<file path="src/verilog/hv_reg_pkg.sv">
// register map of the low voltage control core
// 7-bit address, 8-bit data, crc-8 poly 0x07 with zero init, msb first
// drive config bytes 0x10..0x13 are writable only in the CFG state
package hv_reg_pkg;

//======================================================================
// widths and addresses
//======================================================================
localparam int REG_AW = 7;
localparam int REG_DW = 8;
localparam int CRC_W  = 8;

localparam logic [CRC_W-1:0]  CRC_POLY         = 8'h07;

localparam logic [REG_AW-1:0] ADDR_MODE        = 7'h00;
localparam logic [REG_AW-1:0] ADDR_STATUS1     = 7'h01;
localparam logic [REG_AW-1:0] ADDR_STATE       = 7'h02;
localparam logic [REG_AW-1:0] ADDR_COM_CONFIG2 = 7'h03;  // watchdog timeout
localparam logic [REG_AW-1:0] ADDR_WDG_REFRESH = 7'h04;
localparam logic [REG_AW-1:0] ADDR_DRV_CFG0    = 7'h10;  // four bytes

//======================================================================
// register layouts
//======================================================================
typedef struct packed {
    logic [5:0] rsvd;
    logic       reset_en;
    logic       normal_en;
} reg_mode_t;

typedef struct packed {
    logic [4:0] rsvd;
    logic       pwm_fs_err;
    logic       wdg_tmo_err;
    logic       spi_err;
} reg_status1_t;

// byte 0 sits in the low bits
typedef struct packed {
    logic [REG_DW-1:0] tltoff_sel;
    logic [REG_DW-1:0] snk_sel;
    logic [REG_DW-1:0] src_sel;
    logic [REG_DW-1:0] src_snk_both;
} drv_cfg_t;

localparam drv_cfg_t DRV_CFG_RST = 32'h04_33_22_01;

// crc over rw, addr and data of one frame
function automatic logic [CRC_W-1:0] crc8_calc(input logic [REG_AW+REG_DW:0] din);
    logic [CRC_W-1:0] crc;
    crc = '0;
    for (int i = REG_AW + REG_DW; i >= 0; i--) begin
        if (crc[CRC_W-1] ^ din[i]) begin
            crc = (crc << 1) ^ CRC_POLY;
        end else begin
            crc = crc << 1;
        end
    end
    return crc;
endfunction

endpackage
</file>
<file path="src/verilog/hv_ctrl_pkg.sv">
// control side types: state encoding, spi frame, register access
// a register request is a single cycle pulse, answered in the same cycle
package hv_ctrl_pkg;

import hv_reg_pkg::*;

typedef enum logic [1:0] {
    INIT   = 2'd0,
    CFG    = 2'd1,
    NORMAL = 2'd2,
    FAULT  = 2'd3
} ctrl_st_e;

localparam int SPI_FRAME_W = 1 + REG_AW + REG_DW + CRC_W;

// shifted msb first
typedef struct packed {
    logic              rw;    // 1 = write
    logic [REG_AW-1:0] addr;
    logic [REG_DW-1:0] data;
    logic [CRC_W-1:0]  crc;
} spi_frame_t;

typedef struct packed {
    logic              wen;
    logic              ren;
    logic [REG_AW-1:0] addr;
    logic [REG_DW-1:0] wdata;
} reg_req_t;

typedef struct packed {
    logic              ack;
    logic [REG_DW-1:0] rdata;
} reg_rsp_t;

typedef struct packed {
    logic spi_err;
    logic wdg_tmo;
    logic pwm_fs;
} err_evt_t;

localparam int WDG_TICK  = 64;                     // clocks per timeout unit
localparam int WDG_CNT_W = $clog2(16 * WDG_TICK);  // holds 15 units

endpackage

</file>
<file path="src/verilog/hv_core.sv">
`timescale 1ns/1ps
// host side of the low voltage control core
// spi register access, mode FSM, watchdog and pwm gate
module hv_core import hv_reg_pkg::*; import hv_ctrl_pkg::*; (
    input  logic     i_clk,
    input  logic     i_rst,
    input  logic     i_spi_sclk,
    input  logic     i_spi_csb,
    input  logic     i_spi_mosi,
    input  logic     i_pwr_on,
    input  logic     i_ang_dgt_pwm_wv,
    input  logic     i_ang_dgt_pwm_fs,
    output logic     o_spi_miso,
    output logic     o_dgt_ang_pwm_en,
    output logic     o_dgt_ang_fsc_en,
    output logic     o_io_pwm_l2h,
    output logic     o_intb_n,
    output drv_cfg_t o_reg_drv_cfg
);

reg_req_t     spi_req;
reg_rsp_t     reg_rsp;
err_evt_t     err_evt;
reg_status1_t status1;
ctrl_st_e     cur_st;
logic [3:0]   wdg_tmo_cfg;
logic         nml_en;
logic         rst_en;
logic         wdg_refresh;
logic         wdg_en;
logic         fsm_pwm_en;
logic         fsm_fsc_en;

spi_slv u_spi_slv (
    .i_clk      (i_clk),
    .i_rst      (i_rst),
    .i_spi_sclk (i_spi_sclk),
    .i_spi_csb  (i_spi_csb),
    .i_spi_mosi (i_spi_mosi),
    .i_rsp      (reg_rsp),
    .o_spi_miso (o_spi_miso),
    .o_req      (spi_req),
    .o_spi_err  (err_evt.spi_err)
);

lv_reg_slv u_lv_reg_slv (
    .i_clk         (i_clk),
    .i_rst         (i_rst),
    .i_req         (spi_req),
    .i_err         (err_evt),
    .i_cur_st      (cur_st),
    .o_rsp         (reg_rsp),
    .o_status1     (status1),
    .o_nml_en      (nml_en),
    .o_rst_en      (rst_en),
    .o_wdg_tmo_cfg (wdg_tmo_cfg),
    .o_wdg_refresh (wdg_refresh),
    .o_reg_drv_cfg (o_reg_drv_cfg)
);

lv_wdg_ctrl u_lv_wdg_ctrl (
    .i_clk     (i_clk),
    .i_rst     (i_rst),
    .i_wdg_en  (wdg_en),
    .i_refresh (wdg_refresh),
    .i_tmo_cfg (wdg_tmo_cfg),
    .o_wdg_tmo (err_evt.wdg_tmo)
);

lv_ctrl_unit u_lv_ctrl_unit (
    .i_clk     (i_clk),
    .i_rst     (i_rst),
    .i_pwr_on  (i_pwr_on),
    .i_nml_en  (nml_en),
    .i_rst_en  (rst_en),
    .i_status1 (status1),
    .o_cur_st  (cur_st),
    .o_pwm_en  (fsm_pwm_en),
    .o_fsc_en  (fsm_fsc_en),
    .o_wdg_en  (wdg_en),
    .o_intb_n  (o_intb_n)
);

lv_dgt_pwm_ctrl u_lv_dgt_pwm_ctrl (
    .i_clk            (i_clk),
    .i_rst            (i_rst),
    .i_ang_dgt_pwm_wv (i_ang_dgt_pwm_wv),
    .i_ang_dgt_pwm_fs (i_ang_dgt_pwm_fs),
    .i_fsm_pwm_en     (fsm_pwm_en),
    .i_fsm_fsc_en     (fsm_fsc_en),
    .o_dgt_ang_pwm_en (o_dgt_ang_pwm_en),
    .o_dgt_ang_fsc_en (o_dgt_ang_fsc_en),
    .o_io_pwm_l2h     (o_io_pwm_l2h),
    .o_pwm_fs_err     (err_evt.pwm_fs)
);

endmodule

</file>
<file path="src/verilog/lv_dgt_pwm_ctrl.sv">
`timescale 1ns/1ps
// gate between the FSM and the analog driver
// wave and fail-safe inputs are async, two flop synchronized
// a fail-safe seen while driving cuts the enable before FAULT is reached
module lv_dgt_pwm_ctrl (
    input  logic i_clk,
    input  logic i_rst,
    input  logic i_ang_dgt_pwm_wv,
    input  logic i_ang_dgt_pwm_fs,
    input  logic i_fsm_pwm_en,
    input  logic i_fsm_fsc_en,
    output logic o_dgt_ang_pwm_en,
    output logic o_dgt_ang_fsc_en,
    output logic o_io_pwm_l2h,
    output logic o_pwm_fs_err
);

logic [1:0] wv_sync;
logic [2:0] fs_sync;  // extra stage for edge detect

always_ff @(posedge i_clk) begin
    if (i_rst) begin
        wv_sync      <= '0;
        fs_sync      <= '0;
        o_pwm_fs_err <= 1'b0;
    end else begin
        wv_sync      <= {wv_sync[0], i_ang_dgt_pwm_wv};
        fs_sync      <= {fs_sync[1:0], i_ang_dgt_pwm_fs};
        o_pwm_fs_err <= fs_sync[1] & ~fs_sync[2] & i_fsm_pwm_en;
    end
end

assign o_dgt_ang_pwm_en = i_fsm_pwm_en & ~fs_sync[1];
assign o_dgt_ang_fsc_en = i_fsm_fsc_en;
assign o_io_pwm_l2h     = wv_sync[1] & o_dgt_ang_pwm_en;

endmodule

</file>
<file path="src/verilog/lv_ctrl_unit.sv">
`timescale 1ns/1ps
// mode FSM: INIT -> CFG -> NORMAL, any status error -> FAULT
// FAULT returns to CFG on reset_en once status is cleared
module lv_ctrl_unit import hv_reg_pkg::*; import hv_ctrl_pkg::*; (
    input  logic         i_clk,
    input  logic         i_rst,
    input  logic         i_pwr_on,
    input  logic         i_nml_en,
    input  logic         i_rst_en,
    input  reg_status1_t i_status1,
    output ctrl_st_e     o_cur_st,
    output logic         o_pwm_en,
    output logic         o_fsc_en,
    output logic         o_wdg_en,
    output logic         o_intb_n
);

ctrl_st_e nxt_st;
logic     err_any;

assign err_any = |i_status1;

always_comb begin
    nxt_st = o_cur_st;
    case (o_cur_st)
        INIT: begin
            if (i_pwr_on) nxt_st = CFG;
        end
        CFG: begin
            if (err_any) begin
                nxt_st = FAULT;
            end else if (i_nml_en) begin
                nxt_st = NORMAL;
            end
        end
        NORMAL: begin
            if (err_any) nxt_st = FAULT;
        end
        FAULT: begin
            if (i_rst_en && !err_any) nxt_st = CFG;
        end
        default: nxt_st = INIT;
    endcase
end

always_ff @(posedge i_clk) begin
    if (i_rst) begin
        o_cur_st <= INIT;
    end else begin
        o_cur_st <= nxt_st;
    end
end

assign o_pwm_en = (o_cur_st == NORMAL);
assign o_wdg_en = (o_cur_st == NORMAL);
assign o_fsc_en = (o_cur_st == FAULT);
assign o_intb_n = (o_cur_st != FAULT);  // active low interrupt

endmodule

</file>
<file path="src/verilog/lv_wdg_ctrl.sv">
`timescale 1ns/1ps
// refresh watchdog, counts only while enabled
// period is timeout x WDG_TICK clocks, timeout 0 turns it off
module lv_wdg_ctrl import hv_ctrl_pkg::*; (
    input  logic       i_clk,
    input  logic       i_rst,
    input  logic       i_wdg_en,
    input  logic       i_refresh,
    input  logic [3:0] i_tmo_cfg,
    output logic       o_wdg_tmo
);

logic [WDG_CNT_W-1:0] cnt;
logic [3:0]           tmo_d;
logic                 en_d;
logic                 active;
logic                 load;

assign active = i_wdg_en & (i_tmo_cfg != 4'd0);
// enable rise, refresh or a new timeout value restarts the count
assign load   = active & (i_refresh | ~en_d | (i_tmo_cfg != tmo_d));

always_ff @(posedge i_clk) begin
    if (i_rst) begin
        cnt       <= '0;
        tmo_d     <= '0;
        en_d      <= 1'b0;
        o_wdg_tmo <= 1'b0;
    end else begin
        en_d      <= i_wdg_en;
        tmo_d     <= i_tmo_cfg;
        o_wdg_tmo <= active & ~load & (cnt == WDG_CNT_W'(1));
        if (!active) begin
            cnt <= '0;
        end else if (load) begin
            cnt <= WDG_CNT_W'(i_tmo_cfg) * WDG_CNT_W'(WDG_TICK);
        end else if (cnt != '0) begin
            cnt <= cnt - 1'b1;  // holds at zero after expiry
        end
    end
end

endmodule

</file>
<file path="src/verilog/lv_reg_slv.sv">
`timescale 1ns/1ps
// register file, answers a request in the same cycle
// status is write-one-to-clear, a new error wins over the clear
// drive config writes only in CFG, rejected writes flag spi_err
module lv_reg_slv import hv_reg_pkg::*; import hv_ctrl_pkg::*; (
    input  logic         i_clk,
    input  logic         i_rst,
    input  reg_req_t     i_req,
    input  err_evt_t     i_err,
    input  ctrl_st_e     i_cur_st,
    output reg_rsp_t     o_rsp,
    output reg_status1_t o_status1,
    output logic         o_nml_en,
    output logic         o_rst_en,
    output logic [3:0]   o_wdg_tmo_cfg,
    output logic         o_wdg_refresh,
    output drv_cfg_t     o_reg_drv_cfg
);

logic         hit_mode;
logic         hit_status;
logic         hit_state;
logic         hit_cfg2;
logic         hit_refresh;
logic         hit_drv;
logic         wr_ok;
logic         wr_rej;
logic [1:0]   drv_idx;
reg_mode_t    mode_wr;
reg_status1_t set_mask;
reg_status1_t clr_mask;

assign hit_mode    = (i_req.addr == ADDR_MODE);
assign hit_status  = (i_req.addr == ADDR_STATUS1);
assign hit_state   = (i_req.addr == ADDR_STATE);
assign hit_cfg2    = (i_req.addr == ADDR_COM_CONFIG2);
assign hit_refresh = (i_req.addr == ADDR_WDG_REFRESH);
assign hit_drv     = (i_req.addr[REG_AW-1:2] == ADDR_DRV_CFG0[REG_AW-1:2]);
assign drv_idx     = i_req.addr[1:0];
assign mode_wr     = i_req.wdata;

// state reg is read only, unmapped writes rejected
assign wr_ok  = hit_mode | hit_status | hit_cfg2 | hit_refresh | (hit_drv & (i_cur_st == CFG));
assign wr_rej = i_req.wen & ~wr_ok;

assign o_rsp.ack = i_req.ren | (i_req.wen & wr_ok);

always_comb begin
    o_rsp.rdata = '0;  // mode, refresh, unmapped
    if (i_req.ren) begin
        if (hit_status) begin
            o_rsp.rdata = o_status1;
        end else if (hit_state) begin
            o_rsp.rdata = REG_DW'(i_cur_st);
        end else if (hit_cfg2) begin
            o_rsp.rdata = REG_DW'(o_wdg_tmo_cfg);
        end else if (hit_drv) begin
            o_rsp.rdata = o_reg_drv_cfg[drv_idx*REG_DW +: REG_DW];
        end
    end
end

always_comb begin
    set_mask             = '0;
    set_mask.spi_err     = i_err.spi_err | wr_rej;
    set_mask.wdg_tmo_err = i_err.wdg_tmo;
    set_mask.pwm_fs_err  = i_err.pwm_fs;
    clr_mask             = '0;
    if (i_req.wen && hit_status) begin
        clr_mask = i_req.wdata;
    end
end

always_ff @(posedge i_clk) begin
    if (i_rst) begin
        o_status1     <= '0;
        o_nml_en      <= 1'b0;
        o_rst_en      <= 1'b0;
        o_wdg_refresh <= 1'b0;
        o_wdg_tmo_cfg <= '0;  // watchdog off
        o_reg_drv_cfg <= DRV_CFG_RST;
    end else begin
        o_status1     <= (o_status1 & ~clr_mask) | set_mask;
        o_nml_en      <= i_req.wen & hit_mode & mode_wr.normal_en;
        o_rst_en      <= i_req.wen & hit_mode & mode_wr.reset_en;
        o_wdg_refresh <= i_req.wen & hit_refresh;
        if (i_req.wen && hit_cfg2) begin
            o_wdg_tmo_cfg <= i_req.wdata[3:0];
        end
        if (i_req.wen && wr_ok && hit_drv) begin
            o_reg_drv_cfg[drv_idx*REG_DW +: REG_DW] <= i_req.wdata;
        end
    end
end

endmodule

</file>
<file path="src/verilog/spi_slv.sv">
`timescale 1ns/1ps
// spi mode 0 slave, 24-bit frames checked by crc-8
// sclk must be at most i_clk/8, host spaces frames by a few i_clk
// miso carries the response to the previous frame, all zero after reset
module spi_slv import hv_reg_pkg::*; import hv_ctrl_pkg::*; (
    input  logic     i_clk,
    input  logic     i_rst,
    input  logic     i_spi_sclk,
    input  logic     i_spi_csb,
    input  logic     i_spi_mosi,
    input  reg_rsp_t i_rsp,
    output logic     o_spi_miso,
    output reg_req_t o_req,
    output logic     o_spi_err
);

logic [2:0]             pin_s1;     // {sclk, csb, mosi}
logic [2:0]             pin_s2;
logic [1:0]             pin_s3;     // {sclk, csb} edge history
logic                   sclk_rise;
logic                   sclk_fall;
logic                   csb_fall;
logic                   csb_rise;
logic [4:0]             bit_cnt;
logic [SPI_FRAME_W-1:0] rx_sr;
logic [SPI_FRAME_W-1:0] tx_sr;
spi_frame_t             rx_frm;
spi_frame_t             rsp_nxt;
spi_frame_t             rsp_word;
logic                   frm_ok;

//======================================================================
// pin synchronizers and edge detect
//======================================================================
always_ff @(posedge i_clk) begin
    if (i_rst) begin
        pin_s1 <= 3'b010;
        pin_s2 <= 3'b010;
        pin_s3 <= 2'b01;
    end else begin
        pin_s1 <= {i_spi_sclk, i_spi_csb, i_spi_mosi};
        pin_s2 <= pin_s1;
        pin_s3 <= pin_s2[2:1];
    end
end

assign sclk_rise = pin_s2[2] & ~pin_s3[1] & ~pin_s2[1];
assign sclk_fall = ~pin_s2[2] & pin_s3[1] & ~pin_s2[1];
assign csb_fall  = ~pin_s2[1] & pin_s3[0];
assign csb_rise  = pin_s2[1] & ~pin_s3[0];

always_ff @(posedge i_clk) begin
    if (i_rst) begin
        bit_cnt <= '0;
    end else if (csb_fall) begin
        bit_cnt <= '0;
    end else if (sclk_rise && bit_cnt != 5'h1f) begin
        bit_cnt <= bit_cnt + 5'd1;  // saturates on long frames
    end
end

always_ff @(posedge i_clk) begin
    if (sclk_rise) begin
        rx_sr <= {rx_sr[SPI_FRAME_W-2:0], pin_s2[0]};
    end
end

//======================================================================
// frame check and request
//======================================================================
assign rx_frm = rx_sr;
assign frm_ok = (bit_cnt == 5'(SPI_FRAME_W)) &&
                (rx_frm.crc == crc8_calc({rx_frm.rw, rx_frm.addr, rx_frm.data}));

always_ff @(posedge i_clk) begin
    if (i_rst) begin
        o_req     <= '0;
        o_spi_err <= 1'b0;
    end else begin
        o_req.wen <= csb_rise & frm_ok & rx_frm.rw;
        o_req.ren <= csb_rise & frm_ok & ~rx_frm.rw;
        o_spi_err <= csb_rise & ~frm_ok;
        if (csb_rise) begin
            o_req.addr  <= rx_frm.addr;
            o_req.wdata <= rx_frm.data;
        end
    end
end

// response for the next frame
always_comb begin
    if (o_req.wen | o_req.ren) begin
        rsp_nxt.rw   = i_rsp.ack;
        rsp_nxt.addr = o_req.addr;
        rsp_nxt.data = o_req.ren ? i_rsp.rdata : o_req.wdata;
    end else begin
        rsp_nxt.rw   = 1'b0;  // bad frame
        rsp_nxt.addr = rx_frm.addr;
        rsp_nxt.data = rx_frm.data;
    end
    rsp_nxt.crc = crc8_calc({rsp_nxt.rw, rsp_nxt.addr, rsp_nxt.data});
end

always_ff @(posedge i_clk) begin
    if (i_rst) begin
        rsp_word <= '0;
        tx_sr    <= '0;
    end else begin
        if (o_req.wen | o_req.ren | (csb_rise & ~frm_ok)) begin
            rsp_word <= rsp_nxt;
        end
        if (csb_fall) begin
            tx_sr <= rsp_word;
        end else if (sclk_fall) begin
            tx_sr <= {tx_sr[SPI_FRAME_W-2:0], 1'b0};
        end
    end
end

assign o_spi_miso = tx_sr[SPI_FRAME_W-1];

endmodule

</file>
<file path="config.mk">
export PLATFORM = sky130hd
export DESIGN_NAME = hv_core
export DESIGN_NICKNAME = d
export VERILOG_FILES = /design/src/verilog/hv_reg_pkg.sv /design/src/verilog/hv_ctrl_pkg.sv /design/src/verilog/hv_core.sv /design/src/verilog/lv_dgt_pwm_ctrl.sv /design/src/verilog/lv_ctrl_unit.sv /design/src/verilog/lv_wdg_ctrl.sv /design/src/verilog/lv_reg_slv.sv /design/src/verilog/spi_slv.sv
export SDC_FILE = /design/constraint.sdc
export NUM_CORES = 1
export LEC_CHECK = 0
export ABC_AREA = 1
export BUFFER_PORTS_ARGS = -buffer_cell sky130_fd_sc_hd__buf_2
export CELL_PAD_IN_SITES_DETAIL_PLACEMENT = 1
export CELL_PAD_IN_SITES_GLOBAL_PLACEMENT = 1
export CORE_MARGIN = 2
export CORE_UTILIZATION = 41
export CTS_CLUSTER_SIZE = 28
export DETAILED_ROUTE_END_ITERATION = 8
export PLACE_DENSITY = 0.76
export REMOVE_ABC_BUFFERS = 1
export SETUP_SLACK_MARGIN = 0.02
export SLEW_MARGIN = 15
export SYNTH_ARGS = -nofsm -noshare
export SYNTH_HDL_FRONTEND = slang
export SYNTH_HIERARCHICAL = 1
export SYNTH_SLANG_ARGS = --single-unit
</file>
<file path="constraint.sdc">
create_clock -name i_clk -period 3 [get_ports i_clk]
set_clock_uncertainty 0.1 [all_clocks]
set_input_delay 0.6 -clock i_clk [delete_from_list [all_inputs] [get_ports i_clk]]
set_output_delay 0.6 -clock i_clk [all_outputs]
set_load 0.01 [all_outputs]
</file>
==> metrics.txt, run 1 <==
Finished Core Util 48.3%; number of global-route vias before repair 8649; Reg2Reg Depth 18; WL/cell 15.4 microns; WS Path Type flip-flop to flip-flop; # H-tree levels 4; Worst slew margin 58.2%; DRT antenna net count 0; first-pass GRT wire length 43400 microns; core area 22600 sq um; gpl congestion 0.887; FF+latch count, synth 174; Residual DRC 0; synth warn 6; register area share after synthesis 39.3%; CTS max path bufs 2; Most Frequent Cell on Critical Path nand2_1; Pleak 5.00 nW; total chip power 5.28 mW; critical path fanouts, max 5; post-synth top area share 31.7%; global route overflow 0; CTS tree yes; full die area 24300 sq um; synthesized area 9480 sq um; Req. time, crit path 3.23 ns; Vias per Instance 5.07; Starting Density 41.9%; final hold violations 0; Post-Place Cells 1669; row count 55; min-delay worst type primary input to flip-flop; Power Density 483 nW/um^2; 1st-iter DRT viols 427; max-slew violation count 0; switching share of power 25.5%; ranking of synthesized cells by area dfxtp_1 32%, nand2_1 17%, edfxtp_1 7.6%, nor2_1 6.4%, inv_1 6.0%; Filler cells 2935; area grow syn2layout 15.4%; Arrival @ worst endpoint 3.00 ns; DP Wirelength 19000 microns; fin cells 1720; Worst VDD drop 0.294 mV; Post-synth top cells 419 x nand2_1, 161 x nor2_1, 152 x inv_1; worst slew pin tran 0.625 ns; WL final 26500 microns; clk_lat worst skew 0.43 ns; status finished, final reports clean; Yosys top cell by area dfxtp_1; Die X 156 microns; fin crit share 92.3%; final setup margin 0.231 ns; # clock sinks 174; Die Y 156 microns; post-route setup TNS 0 ns; Comb power frac 9.0%; Synth Flop Type dfxtp_1; final worst path period need 2.77 ns; internal power 3.93 mW; ys async rst share 0%; fin area 10900 sq um; sequential power share 46.6%; FF-to-FF End u_spi_slv/rsp_word[7]; CP max stage delay 0.37 ns; crit start category flip-flop; cts bufs inserted 17; CP Capture Type flip-flop; initial antenna violation count 0; Max-Cap Viols 0; port bufs 44; Cells after Synth 1358; CP Cell Sequence buf_4 -> ha_4 -> nand2_1 -> nor2_4 -> nand2_1 -> a21oi_1 -> nand2_1 -> nand3_1 -> o21ai_2 -> or2_1 -> nand2_1 -> nand2_1 -> nand2_2 -> xor2_2 -> xor2_1 -> nand2_1 -> nand2_1 -> nor2_1; syn_area_per_cell 6.98 sq um; layout cells sized above 1 17.7%; Post-DP Area 10000 sq um; GRT Util Overall 22.1%; Total Nets Final 1443; number of diodes 0; CP max stage cell dfxtp_4; P_sw 1.35 mW; worst r2r src u_spi_slv/o_req[8]; largest net degree at the start of global routing 48; total number of vias 8726; Yosys cell types 53; pre-CTS setup slack -0.00800 ns; r2r setup slk 0.23 ns; CTS clk-pin slew, worst paths 0.07 ns; drt pass-1 iters 5; count of flip-flops with a built-in enable after synthesis 24; worst hold slack 0.260 ns; CP Capture Point u_spi_slv/rsp_word[7]; most frequent cell after synthesis nand2_1; Worst setup startpoint u_spi_slv/o_req[8]; # setup viols final 0; # IOs 45; root buf cell clkbuf_16; clock share of power 44.4%; Max Fclk 361 MHz
-- final cells by class --
class	count	area, sq um	share of cell area, %
Timing Repair Buffer	95	651	5.95
Inverter	173	657	6.01
Clock inverter	13	146	1.34
Tap cell	285	357	3.26
Clock buffer	19	475	4.35
Sequential cell	174	3730	34.1
Multi-Input combinational cell	961	4920	45.0
-- placed cells by master, fill, tap and decap left out, types with 3 or more instances in the layout --
| cell type | Yosys | final |
|---|---|---|
| o21bai_2 | 3 | 3 |
| nand3_4 | 3 | 3 |
| o21ai_1 | 7 | 8 |
| inv_1 | 152 | 147 |
| a21oi_2 | 5 | 6 |
| dfxtp_1 | 150 | 148 |
| buf_6 | 8 | 4 |
| xnor2_1 | 4 | 3 |
| nand4_1 | 5 | 5 |
| a311oi_1 | 22 | 22 |
| o21ai_4 | 3 | 3 |
| o21ai_0 | 55 | 48 |
| nand4_4 | 5 | 5 |
| buf_2 | 5 | 44 |
| o21ai_2 | 2 | 8 |
| a21oi_1 | 76 | 75 |
| nand2_1 | 419 | 411 |
| clkbuf_16 | 0 | 19 |
| inv_6 | 0 | 5 |
| nand2_4 | 3 | 4 |
| nor2_4 | 7 | 8 |
| buf_4 | 7 | 44 |
| nor2_2 | 10 | 11 |
| inv_2 | 19 | 24 |
| or2_2 | 6 | 6 |
| ha_1 | 13 | 9 |
| nand3b_1 | 7 | 7 |
| nor3_1 | 9 | 8 |
| nand2_2 | 14 | 21 |
| clkinv_2 | 0 | 3 |
| edfxtp_1 | 24 | 24 |
| nand3_2 | 2 | 3 |
| xor2_1 | 9 | 9 |
| xor2_2 | 6 | 6 |
| o211ai_1 | 6 | 6 |
| nand3_1 | 81 | 80 |
| nor2_1 | 161 | 159 |
-- critical path, delay by kind of cell, from the launching register on --
family / cells / cell delay (ns)
xor+xnor: 2 / 0.44
simple gates: 12 / 1.22
fa+ha+maj: 1 / 0.14
compound gates: 2 / 0.28
flops: 1 / 0.37
buf+inv: 1 / 0.12
-- power groups by stage --
stage,clock [mW],combinational [mW],sequential (mW)
after floorplan,0,0.301,2.50
after global placement,0,0.445,2.51
after detailed placement,0,0.456,2.51
after CTS,2.41,0.462,2.46
after global routing,2.51,0.543,2.47
final,2.35,0.474,2.46
-- worst min-delay path by stage --
stage | start | to | cells past startpoint
after floorplan | u_spi_slv/pin_s2[0] | u_spi_slv/rx_frm[0] | 0
after detailed placement | u_spi_slv/pin_s2[0] | u_spi_slv/rx_frm[0] | 0
after CTS | i_spi_csb | u_spi_slv/pin_s1[1] | 2
after global routing | i_spi_csb | u_spi_slv/pin_s1[1] | 2
final | i_spi_csb | u_spi_slv/pin_s1[1] | 2
after global placement | u_spi_slv/pin_s1[1] | u_spi_slv/pin_s2[1] | 1
-- repair_timing --
item | CTS | global route
pin swaps | 0 | 8
setup endpoints to repair | 4 | 24
hold buffers | 0 | 0
setup buffers | 0 | 19
hold endpoints to repair | 0 | 0
gates resized for setup | 4 | 46
cloned | 0 | 0
-- kinds of logic after synthesis --
group,count (synthesis),synth area share [%]
adders and majority gates,13,1.72
buffers and inverters,223,10.2
and+or+nand+nor,740,34.4
DFF,174,39.3
AOI/OAI and AO/OA,189,12.2
xor gates and xnor gates,19,2.23
-- flip-flops by register name (all words and copies together), names as in the netlist --
register,count
u_lv_reg_slv/o_reg_drv_cfg,32
u_spi_slv/rsp_word,24
u_spi_slv/rx_frm,24
u_spi_slv/tx_sr,24
u_spi_slv/o_req,17
u_lv_wdg_ctrl/cnt,10
u_lv_reg_slv/o_status1,8
u_spi_slv/bit_cnt,5
u_lv_reg_slv/o_wdg_tmo_cfg,4
u_lv_wdg_ctrl/tmo_d,4
u_lv_dgt_pwm_ctrl/fs_sync,3
u_spi_slv/pin_s1,3
u_spi_slv/pin_s2,3
u_lv_ctrl_unit/o_cur_st,2
u_lv_dgt_pwm_ctrl/wv_sync,2
u_spi_slv/pin_s3,2
u_lv_dgt_pwm_ctrl/o_pwm_fs_err,1
u_lv_reg_slv/o_nml_en,1
u_lv_reg_slv/o_rst_en,1
u_lv_reg_slv/o_wdg_refresh,1
u_lv_wdg_ctrl/en_d,1
u_lv_wdg_ctrl/o_wdg_tmo,1
u_spi_slv/o_spi_err,1
-- routing by layer --
layer / wire length, microns / track usage, % / vias up
met2: 12800 / 37.5 / 116
met4: 463 / 6.16 / 0
met3: 793 / 3.53 / 28
met5: 0 / 0 / -
met1: 12500 / 29.2 / 4153
li1: - / - / 4429
(Power assumes the default switching activity.)
==> run 2, diff against run 1 <==
--- a/config.mk
+++ b/config.mk
@@ -10,8 +10,8 @@
 export CELL_PAD_IN_SITES_DETAIL_PLACEMENT = 1
-export CELL_PAD_IN_SITES_GLOBAL_PLACEMENT = 1
+export CELL_PAD_IN_SITES_GLOBAL_PLACEMENT = 2
 export CORE_MARGIN = 2
-export CORE_UTILIZATION = 41
+export CORE_UTILIZATION = 32
 export CTS_CLUSTER_SIZE = 28
 export DETAILED_ROUTE_END_ITERATION = 8
-export PLACE_DENSITY = 0.76
+export PLACE_DENSITY = 0.75
 export REMOVE_ABC_BUFFERS = 1
==> constraint.sdc (replaced) <==
create_clock -name i_clk -period 3 [get_ports i_clk]
set_clock_uncertainty 0.1 [all_clocks]
set_input_delay 0.3 -clock i_clk [delete_from_list [all_inputs] [get_ports i_clk]]
set_output_delay 0.3 -clock i_clk [all_outputs]
set_load 0.01 [all_outputs]
==> run 2 against run 1 <==
  * Via count fell by 1.9%
  * Combinational power rose by 4%
  * Critical path type unchanged
  * Sequential cell count stayed put
  * Final area is 0.77% higher
  * Critical endpoint unchanged
  * Highest routed layer unchanged
  * Core utilization shrank 11 points
  * Non-clock buffer count rose by 3
==> metrics.txt, run 2 (synthesized netlist as in run 1, its figures left out) <==
cts bufs inserted 17 (unchanged); final worst path period need 2.74 ns (was 2.77 ns); worst hold slack 0.292 ns (was 0.260 ns); WL final 27400 microns (was 26500 microns); GRT Util Overall 18.1% (was 22.1%); worst slew pin tran 0.651 ns (was 0.625 ns); CTS clk-pin slew, worst paths 0.08 ns (was 0.07 ns); critical path's top delay family XOR/XNOR gates (was simple AND/OR/NAND/NOR gates); CP max stage delay 0.39 ns (was 0.37 ns); Residual DRC 0 (unchanged); critical path fanouts, max 14 (was 5); CTS tree yes (unchanged); drt pass-1 iters 4 (was 5); FF-to-FF End u_spi_slv/rsp_word[7] (unchanged); gpl congestion 0.806 (was 0.887); CP Capture Type flip-flop (unchanged); status finished, final reports clean (unchanged); first-pass GRT wire length 44500 microns (was 43400 microns); row count 63 (was 55); 1st-iter DRT viols 428 (was 427); # setup viols final 0 (unchanged); number of diodes 0 (unchanged); initial antenna violation count 0 (unchanged); commonest non-fill, non-tap cell in the layout nand2_1 (unchanged); port bufs 44 (unchanged); Power Density 468 nW/um^2 (was 483 nW/um^2); max FFs per register 32 (unchanged); WS Path Type flip-flop to flip-flop (unchanged); commonest cells after routing, fill and taps aside 412 x nand2_1, 158 x nor2_1, 148 x dfxtp_1 (was 411 x nand2_1, 159 x nor2_1, 148 x dfxtp_1); min-delay worst type primary input to flip-flop (unchanged); Die Y 176 microns (was 156 microns); layout cells sized above 1 17.4% (was 17.7%); number of global-route vias before repair 8662 (was 8649); Pleak 4.97 nW (was 5.00 nW); Die X 176 microns (was 156 microns); Finished Core Util 37.5% (was 48.3%); Worst Hold Depth 5 (was 2); Req. time, crit path 3.24 ns (was 3.23 ns); Starting Density 32.2% (was 41.9%); full die area 31000 sq um (was 24300 sq um); root buf cell clkbuf_16 (unchanged); Max Fclk 365 MHz (was 361 MHz); Arrival @ worst endpoint 2.98 ns (was 3.00 ns); Max-Cap Viols 0 (unchanged); Buf/Inv on CP 2 (was 1); Worst VDD drop 0.322 mV (was 0.294 mV); largest register by flop count u_lv_reg_slv/o_reg_drv_cfg (unchanged); crit start category flip-flop (unchanged); core area 29400 sq um (was 22600 sq um); area grow syn2layout 16.2% (was 15.4%); CTS max path bufs 2 (unchanged); fin crit share 91.3% (was 92.3%); clk_lat worst skew 0.44 ns (was 0.43 ns); unrepaired setup endpoints after global routing false; CP max stage cell dfxtp_4 (unchanged); Total Nets Final 1446 (was 1443); worst hold start i_pwr_on (was i_spi_csb); Vias per Instance 4.68 (was 5.07); r2r setup slk 0.26 ns (was 0.23 ns); DP Wirelength 20000 microns (was 19000 microns); final hold violations 0 (unchanged); Post-Place Cells 1782 (was 1669); Worst slew margin 56.4% (was 58.2%); global route overflow 0 (unchanged); Hold EP u_lv_ctrl_unit/o_cur_st[1] (was u_spi_slv/pin_s1[1]); WL/cell 15.0 microns (was 15.4 microns); # H-tree levels 4 (unchanged); fin cells 1828 (was 1720); CP Cell Sequence inv_1 -> buf_6 -> a21oi_1 -> o21ai_0 -> o21ai_0 -> nand2_1 -> a21oi_1 -> nand2_1 -> nand3_1 -> o21ai_1 -> xor2_2 -> xor2_2 -> xor2_2 -> xor2_1 -> nand2_1 -> nand2_1 -> nor2_1 (was buf_4 -> ha_4 -> nand2_1 -> nor2_4 -> nand2_1 -> a21oi_1 -> nand2_1 -> nand3_1 -> o21ai_2 -> or2_1 -> nand2_1 -> nand2_1 -> nand2_2 -> xor2_2 -> xor2_1 -> nand2_1 -> nand2_1 -> nor2_1); total number of vias 8564 (was 8726); # clock sinks 174 (unchanged); largest net degree at the start of global routing 48 (unchanged); worst r2r src u_spi_slv/o_req[8] (unchanged); DRT antenna net count 0 (unchanged); Post-DP Area 10200 sq um (was 10000 sq um); Reg2Reg Depth 17 (was 18); Most Frequent Cell on Critical Path nand2_1 (unchanged); max-slew violation count 0 (unchanged); # IOs 45 (unchanged); fin area 11000 sq um (was 10900 sq um)
==> run 2: worst max path at each step <==
stage | from | cells past startpoint | slack, ns | endpoint
detailed placement | u_spi_slv/o_req[9] | 23 | -0.02 | u_spi_slv/rsp_word[1]
floorplan | u_spi_slv/o_req[8] | 22 | -0.51 | u_spi_slv/rsp_word[2]
global placement | u_spi_slv/o_req[9] | 23 | 0.09 | u_spi_slv/rsp_word[2]
global route | u_spi_slv/o_req[8] | 22 | 0.01 | u_spi_slv/rsp_word[1]
CTS | u_spi_slv/o_req[8] | 15 | 0.06 | u_spi_slv/rsp_word[3]
finish | u_spi_slv/o_req[8] | 17 | 0.26 | u_spi_slv/rsp_word[7]
==> run 2: through the flow <==
step           TNS [ns]  setup WS (ns)  total power, mW
2_1_floorplan     -3.89         -0.514             2.80
3_3_place_gp          0         0.0860             2.97
3_5_place_dp    -0.0313        -0.0210             2.98
4_1_cts               0         0.0570             5.24
5_1_grt               0        0.00957             5.41
6_report              0          0.261             5.15
==> run 2: report_power, final <==
part           internal (mW)  switching (mW)  leakage (nW)
sequential              2.41          0.0374          1.43
clock                   1.11            1.10         0.277
combinational          0.178           0.315          3.26
==> run 2: timing repair <==
action                                  in CTS  in global routing
endpoints found under the setup margin       3                 25
buffers inserted                             0                  9
hold buffers                                 5                  0
cloned                                       0                  0
gates resized for setup                      7                 39
pin swaps                                    0                  7
hold endpoints to repair                     5                  0
==> run 2: layout make-up <==
type	instances	area, sq um
fill	3693	18400
clock buffer	17	425
timing repair buffer	98	666
multi-input combinational	961	4910
inverter	173	657
sequential	174	3730
tap	390	488
clock inverter	15	144
==> run 2: routing by layer <==
layer	GRT usage, %	up-vias	routed length, microns
met3	2.95	11	658
met5	0	-	0
met1	24.2	4050	13600
li1	-	4425	-
met4	3.99	0	193
met2	30.9	78	12900
==> run 2: worst reg2reg max path, stage by stage, from the launching register on <==
cell     delay [ns]
dfxtp_4        0.39
inv_1          0.08
buf_6          0.16
a21oi_1        0.15
o21ai_0        0.09
o21ai_0        0.09
nand2_1        0.08
a21oi_1        0.15
nand2_1        0.08
nand3_1        0.11
o21ai_1        0.16
xor2_2         0.20
xor2_2         0.25
xor2_2         0.21
xor2_1         0.16
nand2_1        0.08
nand2_1        0.08
nor2_1         0.04
